[src/hdl/mdu_pkg.sv]
package mdu_pkg;

	// Width of the destination-register tag that rides along with each operation.
	localparam int TAG_W = 5;

	localparam logic [6:0] FUNCT7_M = 7'b0000001;	// funct7 of every M-extension instruction.

	// Bit 2 splits the space: clear goes to the multiplier, set goes to the divider.
	typedef enum logic [2:0] {
		MUL    = 3'b000,	// Low word, sign does not matter.
		MULH   = 3'b001,	// High word of signed x signed.
		MULHSU = 3'b010,	// High word of signed a x unsigned b.
		MULHU  = 3'b011,	// High word of unsigned x unsigned.
		DIV    = 3'b100,
		DIVU   = 3'b101,
		REM    = 3'b110,
		REMU   = 3'b111
	} funct3_t;

	// How the divider forms its final result once the core has finished.
	typedef enum logic [1:0] {
		normal_div   = 2'b00,	// Sign-corrected quotient.
		normal_rem   = 2'b01,	// Sign-corrected remainder.
		overflow_div = 2'b10,	// Most negative value divided by minus one.
		div_by_0_div = 2'b11	// Zero divisor.
	} div_case_t;

endpackage : mdu_pkg
[src/hdl/mdu_top.sv]
module mdu_top #(
	parameter int XLEN       = 32,
	parameter int MUL_STAGES = 3
) (
	input	logic				clk,
	input	logic				rst_n,
	input	logic				start,
	input	logic [6:0]			funct7,
	input	mdu_pkg::funct3_t		funct3,
	input	logic [XLEN-1:0]		a,
	input	logic [XLEN-1:0]		b,
	input	logic [mdu_pkg::TAG_W-1:0]	tag,

	output	logic				mul_done,
	output	logic [XLEN-1:0]		mul_result,
	output	logic [mdu_pkg::TAG_W-1:0]	mul_tag,
	output	logic				div_done,
	output	logic [XLEN-1:0]		div_result,
	output	logic [mdu_pkg::TAG_W-1:0]	div_tag,
	output	logic				div_busy
);

	logic	m_op;
	logic	mul_start;
	logic	div_start;

	// Only M-extension encodings reach either unit.
	assign m_op      = start && (funct7 == mdu_pkg::FUNCT7_M);
	assign mul_start = m_op && !funct3[2];
	assign div_start = m_op && funct3[2];	// The divider itself drops it when busy.

	multiplier #(
		.XLEN		(XLEN),
		.MUL_STAGES	(MUL_STAGES)
	) i_multiplier (
		.clk		(clk),
		.rst_n		(rst_n),
		.start		(mul_start),
		.funct3		(funct3),
		.a		(a),
		.b		(b),
		.tag		(tag),
		.done		(mul_done),
		.result		(mul_result),
		.tag_out	(mul_tag)
	);

	divider #(
		.XLEN		(XLEN)
	) i_divider (
		.clk		(clk),
		.rst_n		(rst_n),
		.start		(div_start),
		.funct3		(funct3),
		.a		(a),
		.b		(b),
		.tag		(tag),
		.done		(div_done),
		.result		(div_result),
		.tag_out	(div_tag),
		.busy		(div_busy)
	);

endmodule : mdu_top

[src/hdl/multiplier.sv]
module multiplier #(
	parameter int XLEN       = 32,
	parameter int MUL_STAGES = 3
) (
	input	logic				clk,
	input	logic				rst_n,
	input	logic				start,
	input	mdu_pkg::funct3_t		funct3,
	input	logic [XLEN-1:0]		a,
	input	logic [XLEN-1:0]		b,
	input	logic [mdu_pkg::TAG_W-1:0]	tag,

	output	logic				done,
	output	logic [XLEN-1:0]		result,
	output	logic [mdu_pkg::TAG_W-1:0]	tag_out
);

	localparam int LAST = MUL_STAGES - 1;

	logic				a_signed;
	logic				b_signed;
	logic				hi_sel;
	logic signed [XLEN:0]		a_ext;
	logic signed [XLEN:0]		b_ext;
	logic signed [2*XLEN+1:0]	product;

	logic [MUL_STAGES-1:0]		valid_q;
	logic [MUL_STAGES-1:0]		hi_q;
	logic [2*XLEN-1:0]		prod_q [MUL_STAGES];
	logic [mdu_pkg::TAG_W-1:0]	tag_q [MUL_STAGES];

	always_comb begin : operand_ext
		case (funct3)
			mdu_pkg::MULH: begin
				a_signed = 1'b1;
				b_signed = 1'b1;
				hi_sel   = 1'b1;
			end
			mdu_pkg::MULHSU: begin
				a_signed = 1'b1;
				b_signed = 1'b0;
				hi_sel   = 1'b1;
			end
			mdu_pkg::MULHU: begin
				a_signed = 1'b0;
				b_signed = 1'b0;
				hi_sel   = 1'b1;
			end
			default: begin	// MUL, where only the low word is kept.
				a_signed = 1'b1;
				b_signed = 1'b1;
				hi_sel   = 1'b0;
			end
		endcase
		a_ext   = {a_signed && a[XLEN-1], a};
		b_ext   = {b_signed && b[XLEN-1], b};
		product = a_ext * b_ext;	// 2*XLEN+2 bits, the top two are only sign.
	end

	always_ff @(posedge clk or negedge rst_n) begin : valid_pipe
		if (!rst_n) begin
			valid_q <= '0;
		end else begin
			valid_q[0] <= start;
			for (int i = 1; i < MUL_STAGES; i++) begin
				valid_q[i] <= valid_q[i-1];
			end
		end
	end

	always_ff @(posedge clk) begin : data_pipe
		prod_q[0] <= product[2*XLEN-1:0];
		hi_q[0]   <= hi_sel;
		tag_q[0]  <= tag;
		for (int i = 1; i < MUL_STAGES; i++) begin
			prod_q[i] <= prod_q[i-1];
			hi_q[i]   <= hi_q[i-1];
			tag_q[i]  <= tag_q[i-1];
		end
	end

	assign done    = valid_q[LAST];
	assign result  = hi_q[LAST] ? prod_q[LAST][2*XLEN-1:XLEN] : prod_q[LAST][XLEN-1:0];
	assign tag_out = tag_q[LAST];

endmodule : multiplier

[src/hdl/divider.sv]
module divider #(
	parameter int XLEN = 32
) (
	input	logic				clk,
	input	logic				rst_n,
	input	logic				start,
	input	mdu_pkg::funct3_t		funct3,
	input	logic [XLEN-1:0]		a,
	input	logic [XLEN-1:0]		b,
	input	logic [mdu_pkg::TAG_W-1:0]	tag,

	output	logic				done,
	output	logic [XLEN-1:0]		result,
	output	logic [mdu_pkg::TAG_W-1:0]	tag_out,
	output	logic				busy
);

	localparam logic [XLEN-1:0] MOST_NEG = {1'b1, {(XLEN-1){1'b0}}};

	logic			accept;
	logic			is_signed;
	logic			is_rem;
	logic			a_neg;
	logic			b_neg;
	logic [XLEN-1:0]	a_mag;
	logic [XLEN-1:0]	b_mag;
	logic [XLEN-1:0]	special;
	logic [XLEN-1:0]	special_q;
	logic			q_neg_q;
	logic			r_neg_q;
	logic			core_start;
	logic [XLEN-1:0]	dividend_q;
	logic [XLEN-1:0]	divisor_q;
	logic			core_done;
	logic [XLEN-1:0]	core_quo;
	logic [XLEN-1:0]	core_rem;
	logic [XLEN-1:0]	final_result;

	mdu_pkg::div_case_t	div_case;
	mdu_pkg::div_case_t	div_case_q;

	assign accept = start && !busy;	// A strobe during a running divide is dropped.

	always_comb begin : op_decode
		case (funct3)
			mdu_pkg::DIV: begin
				is_signed = 1'b1;
				is_rem    = 1'b0;
			end
			mdu_pkg::REM: begin
				is_signed = 1'b1;
				is_rem    = 1'b1;
			end
			mdu_pkg::REMU: begin
				is_signed = 1'b0;
				is_rem    = 1'b1;
			end
			default: begin
				is_signed = 1'b0;
				is_rem    = 1'b0;
			end
		endcase
	end

	always_comb begin : magnitudes
		a_neg = is_signed && a[XLEN-1];
		b_neg = is_signed && b[XLEN-1];
		a_mag = a_neg ? -a : a;	// MOST_NEG maps onto itself, which is right unsigned.
		b_mag = b_neg ? -b : b;
	end

	// Special results follow the RISC-V spec for zero divisors and signed overflow.
	always_comb begin : case_select
		if (b == '0) begin
			div_case = mdu_pkg::div_by_0_div;
			special  = is_rem ? a : {XLEN{1'b1}};
		end else if (is_signed && a == MOST_NEG && b == {XLEN{1'b1}}) begin
			div_case = mdu_pkg::overflow_div;
			special  = is_rem ? '0 : MOST_NEG;
		end else begin
			div_case = is_rem ? mdu_pkg::normal_rem : mdu_pkg::normal_div;
			special  = '0;
		end
	end

	always_ff @(posedge clk or negedge rst_n) begin : sequencer
		if (!rst_n) begin
			busy       <= 1'b0;
			core_start <= 1'b0;
			done       <= 1'b0;
		end else begin
			core_start <= accept;
			done       <= core_done;
			if (accept) begin
				busy <= 1'b1;
			end else if (core_done) begin
				busy <= 1'b0;	// Low together with done so the next divide can issue.
			end
		end
	end

	always_ff @(posedge clk) begin : op_latch
		if (accept) begin
			dividend_q <= a_mag;
			divisor_q  <= b_mag;
			div_case_q <= div_case;
			special_q  <= special;
			q_neg_q    <= a_neg ^ b_neg;
			r_neg_q    <= a_neg;	// Remainder takes the sign of the dividend.
			tag_out    <= tag;
		end
		if (core_done) begin
			result <= final_result;
		end
	end

	div_core #(
		.XLEN		(XLEN)
	) i_div_core (
		.clk		(clk),
		.rst_n		(rst_n),
		.start		(core_start),
		.dividend	(dividend_q),
		.divisor	(divisor_q),
		.done		(core_done),
		.quotient	(core_quo),
		.remainder	(core_rem)
	);

	always_comb begin : result_select
		unique case (div_case_q)
			mdu_pkg::normal_div:	final_result = q_neg_q ? -core_quo : core_quo;
			mdu_pkg::normal_rem:	final_result = r_neg_q ? -core_rem : core_rem;
			default:		final_result = special_q;
		endcase
	end

endmodule : divider

[src/hdl/div_core.sv]
module div_core #(
	parameter int XLEN = 32
) (
	input	logic			clk,
	input	logic			rst_n,
	input	logic			start,
	input	logic [XLEN-1:0]	dividend,
	input	logic [XLEN-1:0]	divisor,

	output	logic			done,
	output	logic [XLEN-1:0]	quotient,
	output	logic [XLEN-1:0]	remainder
);

	localparam int CNT_W = $clog2(XLEN + 1);

	logic [CNT_W-1:0]	bits_left;
	logic [XLEN-1:0]	divisor_q;
	logic [XLEN-1:0]	rem_in;
	logic [XLEN-1:0]	quo_in;
	logic [XLEN-1:0]	div_in;
	logic [XLEN:0]		partial;
	logic [XLEN+1:0]	trial;
	logic			fits;
	logic			step;

	// The first quotient bit is produced on the start edge itself,
	// so XLEN bits take exactly XLEN cycles.
	assign step = start || (bits_left != '0);

	always_comb begin : step_operands
		rem_in = start ? '0 : remainder;
		quo_in = start ? dividend : quotient;
		div_in = start ? divisor : divisor_q;
	end

	always_comb begin : trial_subtract
		partial = {rem_in, quo_in[XLEN-1]};	// Shift in the next dividend bit.
		trial   = {1'b0, partial} - {2'b00, div_in};
		fits    = !trial[XLEN+1];		// No borrow means the divisor fits.
	end

	always_ff @(posedge clk or negedge rst_n) begin : bit_counter
		if (!rst_n) begin
			bits_left <= '0;
			done      <= 1'b0;
		end else if (start) begin
			bits_left <= CNT_W'(XLEN - 1);
			done      <= 1'b0;
		end else if (bits_left != '0) begin
			bits_left <= bits_left - 1'b1;
			done      <= (bits_left == CNT_W'(1));	// Last bit goes in this cycle.
		end else begin
			done <= 1'b0;
		end
	end

	always_ff @(posedge clk) begin : shift_subtract
		if (start) begin
			divisor_q <= divisor;
		end
		if (step) begin
			if (fits) begin
				remainder <= trial[XLEN-1:0];
			end else begin
				remainder <= partial[XLEN-1:0];	// Restore.
			end
			quotient <= {quo_in[XLEN-2:0], fits};
		end
	end

endmodule : div_core

[config.mk]
export PLATFORM = sky130hd
export DESIGN_NAME = mdu_top
export DESIGN_NICKNAME = d
export VERILOG_FILES = /design/src/hdl/mdu_pkg.sv /design/src/hdl/mdu_top.sv /design/src/hdl/multiplier.sv /design/src/hdl/divider.sv /design/src/hdl/div_core.sv
export SDC_FILE = /design/constraint.sdc
export NUM_CORES = 2
export LEC_CHECK = 0
export BUFFER_PORTS_ARGS = -buffer_cell sky130_fd_sc_hd__buf_2
export CORE_UTILIZATION = 45
export CTS_CLUSTER_SIZE = 25
export DETAILED_ROUTE_END_ITERATION = 16
export PLACE_DENSITY_LB_ADDON = 0.08
export SYNTH_ARGS = -nofsm -noshare
export SYNTH_HDL_FRONTEND = slang
export SYNTH_SLANG_ARGS = --single-unit
[constraint.sdc]
create_clock -name clk -period 26.8 [get_ports clk]
set_clock_uncertainty 0.15 [all_clocks]
set_input_delay 0 -clock clk [delete_from_list [all_inputs] [get_ports clk]]
set_output_delay 0 -clock clk [all_outputs]
set_load 0.005 [all_outputs]
* Word level (Yosys, flattened, before mapping)
Memories as Yosys holds them, arrays and structs flattened.
Cells that the tools add are included.
Widths: inputs -> output; s select.
** Storage, ports and cells
- Bits in registers :: 249
- Bits in latches :: 0
- Bits in writable memories :: 207
- Memory bits (read-only) :: 0
- Output and inout port bits :: 77
- Word-level logic and storage cells :: 91
- Memories :: 2
** Memory list
- i_multiplier.prod_q :: depth 3, width 64, rd ports 3, clocked after memory_dff 0, write ports 3, line multiplier.sv:29 : logic [2*XLEN-1:0] prod_q [MUL_STAGES];
- i_multiplier.tag_q :: depth 3, width 5, rd ports 3, clocked after memory_dff 0, write ports 3, line multiplier.sv:30 : logic [mdu_pkg::TAG_W-1:0] tag_q [MUL_STAGES];
** Operators by class
- Add/subtract/negate cells :: 6
- Multiply operators :: 1
- Divide/modulo/power cells :: 0
- $lt $le $gt $ge :: 0
- Equality and inequality tests :: 11
- Shift-type cells :: 0
- Mux-type cells :: 27
- Bitwise logic cells :: 1
- Reduce and logical (&&, ||, !) cells :: 24
** Operators by type and width (number)
- $mux 32 :: 13
- $neg 32->32 :: 4
- $eq 32x32->1 const B :: 2
- $mul 33x33->64 :: 1
- $pmux 32 s2 :: 1
- $sub 33x32->34 :: 1
- $logic_not 32->1 :: 1
- $mux 6 :: 2
- $mux 1 :: 11
- $logic_and 1x1->1 :: 10
- $eq 3x3->1 const B :: 3
- $reduce_or 2->1 :: 4
- $eq 7x1->1 const B :: 1
- $eq 3x2->1 const B :: 2
- $eq 6x1->1 const B :: 1
- $reduce_bool 6->1 :: 1
- $sub 6x1->6 const B :: 1
- $reduce_bool 2->1 :: 2
- $eq 3x1->1 const B :: 1
- $logic_not 1->1 :: 3
- $reduce_or 3->1 :: 1
- $eq 2x1->1 const B :: 1
- $logic_not 2->1 :: 1
- $logic_or 1x1->1 :: 1
- $xor 1x1->1 :: 1

* Depth between registers and ports, before layout
- Word-level depth :: 7
- Mapped depth :: 32
- Depth with buffers taken out :: 30

* Hierarchy
Synthesis repeated with hierarchy kept, for this count alone.
** Second synthesis, totals
- Cells, all modules :: 5816
- Area total of the unflattened synthesis :: 57122.3 µm²
** By module, submodules not included
- multiplier :: times used 1, cells an instance 4558, area each 43005.0 µm², seq. area each 4279.1 µm²
- divider :: times used 1, cells an instance 727, area each 8027.7 µm², seq. area each 4189.0 µm²
- div_core :: times used 1, cells an instance 526, area each 6055.8 µm², seq. area each 2737.6 µm²
- mdu_top :: times used 1, cells an instance 5, area each 33.8 µm², seq. area each 0.0 µm²

* Least setup slack after synthesis
Ideal clock, no wire load.
- Kind :: register to register
- Start :: reg i_divider.busy
- End :: reg i_divider.core_start
- Library setup time :: 0.864 ns
- Arrival :: 7.645 ns
- Setup slack :: 18.141 ns
- Cell stages (with the launch flop) :: 2
- Path buffers :: 0
- Period minus slack after synthesis :: 8.659 ns
- Path through :: dfrtp_1 -> nor3_1
** On the way
- Word-level cells in the longest chain between the ends :: 2
** Ends and longest elaborated chain
- start: declaration :: line divider.sv:15 : output logic busy
- start signal: assignment :: line divider.sv:88 : busy <= 1'b0;
- start signal: assignment :: line divider.sv:95 : busy <= 1'b1;
- start signal: assignment :: line divider.sv:97 : busy <= 1'b0;
- $logic_not 1->1 :: line divider.sv:42 : assign accept = start && !busy;
- $logic_and 1x1->1 :: line divider.sv:42
- net i_divider.accept :: line divider.sv:20 : logic accept;
- end signal: assignment :: line divider.sv:92 : core_start <= accept;
- end: declaration :: line divider.sv:31 : logic core_start;
The timed path passes the listed nets, and every way through them passes these cells.
A chain may end at the register's enable or synchronous reset.

==> reports/results.ini <==
[layout]
fillCellCount = 11650
mostFrequentLayoutCells = 1154 x inv_1, 1126 x fa_1, 885 x nand2_1
register_area_um2 = 11210
final_common_cell = inv_1
nets = 7170
drive_gt1_frac = 0.07442
finish.instance_area_um2 = 60510
multi_input_area_um2 = 39090
areaGrowthSynthToFinish_pct = 8.240

[worst_setup_path]
critPathLaunchType = primary input
path_class = primary input to flip-flop
rr_worst_depth = 15
worstPathMaxFanout = 19
worstPathRequired_ps = 27170
crit_slowest_cell = and2_1
cp.arrival_ps = 10250
crit_top_cell = fa_1
cpPeakStageDelay_ps = 720
end_kind = flip-flop

[clock_tree]
htreeDepth = 2
clockBufferDepth = 3
cts_resized = 0
numCtsBuffers = 51
cts_tree = yes
clkSlewWorstSetupHoldPaths_ps = 60
worstSkewPairLatency_ps = 660
cts_root_buffer = clkbuf_16
clkSinkCount = 456

[grt]
grt_overflow = 0
grt_usage = 0.2740
grt_max_degree = 65
grt_pass1_vias = 41180
grt_pass1_wl_um = 257000
grt_antenna_before_repair = 6

[flow_run]
max-cap-violations = 0

[sta]
fmax_mhz = 101.2
setup_viol = 0
hold_viol_final = 0
tightest_slew_ps = 1211
fin_ws_ps = 16920
whs_ps = 74.49
relSlewSlack = 0.1929
fin_crit_sh = 0.3686
slew_viol_final = 0
setup-tns-final_ps = 0
fin_crit_ps = 9879
rsz0062_at_grt = false

[floorplanning]
dieArea_um2 = 125600
row_count = 128
die_h_um = 354.5
num_io_pins = 159
die_w_um = 354.5
initial_core_util = 0.4563
core_area_um2 = 122500

[synth]
synth_edf_count = 201
synth_flop_cell = dfxtp_1
syn-cell-area_um2 = 55910
synth.avg_cell_area_um2 = 9.829
ys_ff_latch = 456
syn_nets = 7148
synthArstFlopShare = 0.02851
yosysWarnings = 0
synth_cell_types = 74
yosysSeqAreaShare = 0.2004
synthCells = 5688

[placement]
placement.io_buffers = 158
gp_congestion = 0.9016
placed_area_um2 = 57990
hpwl_um = 123700
place_ws_ps = 17010

[status]
status = finished, final reports clean

[detailed_routing]
num_vias = 38860
drt_iter0_drc = 2605
routedWlPerCell_um = 22.59
drt.antenna.violating_nets = 0
drt_wl_total_um = 166800
drtPass1Iterations = 5
remaining_drc_errors = 0
vias_per_cell = 5.264

[hold_path]
min_path_type = primary input to flip-flop
hold_depth = 2

==> cells by family (layout without fill, tap and decap cells) <==
| family | Yosys count | count (layout) | share of synthesized area |
|---|---|---|---|
| fa+ha+maj | 1378 | 1378 | 0.4596 |
| xor+xnor | 225 | 225 | 0.03525 |
| other cells | 0 | 6 | 0 |
| compound gates | 491 | 491 | 0.05591 |
| flops | 456 | 456 | 0.2004 |
| simple gates | 1542 | 1542 | 0.1263 |
| mux | 111 | 111 | 0.02153 |
| buf+inv | 1485 | 1548 | 0.1010 |
==> synth_stat cells, types with 12 or more instances <==
cell      count  share of area
nor2b_1      34         0.0038
a21o_1       38         0.0051
a21oi_1     143          0.013
o31ai_1      33         0.0044
a211oi_1     12         0.0016
inv_1      1154          0.077
clkbuf_1    254          0.017
buf_1        64         0.0043
and2_1      296          0.033
nand2b_1     19         0.0021
nor2_1      152          0.010
dfrtp_1      13         0.0058
mux2_2       74          0.015
dfxtp_1     242          0.087
nor4_1       15         0.0017
and3_1       22         0.0025
xor2_1       85          0.013
o21ai_0     117          0.010
nor3_1       26         0.0023
ha_1        252          0.056
xnor2_1     140          0.022
o21a_1       38         0.0051
or2_2        12         0.0013
mux2i_1      37         0.0066
fa_1       1126           0.40
nand4_1      17         0.0019
nand2_1     885          0.059
nand3_1      27         0.0024
o41ai_1      15         0.0024
o21bai_1     22         0.0030
edfxtp_1    201           0.11
o211ai_1     12         0.0016
==> through the flow <==
stage | utilization | instances
6_report | 0.4939 | 7382
5_1_grt | 0.4938 | 7377
4_1_cts | 0.4938 | 7376
3_5_place_dp | 0.4733 | 7212
3_3_place_gp | 0.4733 | 7212
2_1_floorplan | - | 5688
==> state kept, by name (all words and copies together) (netlist names) <==
signal                          count
i_divider.busy                      1
i_divider.done                      1
i_multiplier.valid_q                3
i_multiplier.tag_q                 15
i_divider.special_q                32
i_divider.i_div_core.done           1
i_divider.core_start                1
i_multiplier.hi_q                   3
i_divider.divisor_q                32
i_divider.i_div_core.quotient      32
i_divider.i_div_core.divisor_q     32
i_divider.tag_out                   5
i_divider.q_neg_q                   1
i_divider.r_neg_q                   1
i_divider.result                   32
i_divider.div_case_q                2
i_divider.i_div_core.remainder     32
i_multiplier.prod_q               192
i_divider.dividend_q               32
i_divider.i_div_core.bits_left      6
==> worst paths after layout <==
| check | start | to | slack (ps) |
|---|---|---|---|
| worst min register to register | i_multiplier.prod_q[0][12]$_DFF_P_ | i_multiplier.prod_q[0][76]$_DFF_P_ | 160 |
| worst max register to register | i_divider.core_start$_DFF_PN0_ | i_divider.i_div_core.remainder[11]$_DFFE_PP_ | 20110 |
| worst min-delay path | b[18] | i_divider.divisor_q[18]$_DFFE_PP_ | 70 |
| max in group asynchronous | rst_n | i_divider.core_start$_DFF_PN0_ | 25770 |
| worst max-delay path | funct3[2] | i_multiplier.prod_q[0][60]$_DFF_P_ | 16920 |
| min in group asynchronous | rst_n | i_multiplier.valid_q[1]$_DFF_PN0_ | 280 |
==> per-layer routing <==
metal | global-route usage | up-vias | share of wire | wire [um]
li1 | - | 17170 | - | -
met1 | 0.3755 | 20190 | 0.43 | 71320
met2 | 0.4436 | 1221 | 0.47 | 78230
met3 | 0.04103 | 277 | 0.065 | 10760
met4 | 0.09629 | 2 | 0.039 | 6474
met5 | 0 | - | 0.000078 | 13
==> timing repair <==
item / in CTS / in global routing
hold buffers: 70 / 0
endpoints found under the setup margin: 0 / 0
endpoints found under the hold margin: 97 / 0
setup buffers: 0 / 0
==> worst max-delay path, delay by kind of cell <==
family	cells	cell delay, ps
fa+ha+maj	9	4610
compound gates	8	2380
xor+xnor	1	160
buf+inv	7	1800
simple gates	4	1290
==> cell type report <==
cell class,instances,share of cell area
multi-input cells,3747,0.6460
clock buffers,71,0.02485
repair buffers,299,0.03345
diodes,6,0.0002481
inverters,1155,0.07164
flip-flops and latches,456,0.1853
well taps,1625,0.03360
clock inverters,23,0.004983
Power is not shown: default switching activity piles up to over one toggle a cycle in this logic, so the estimate is an artifact.
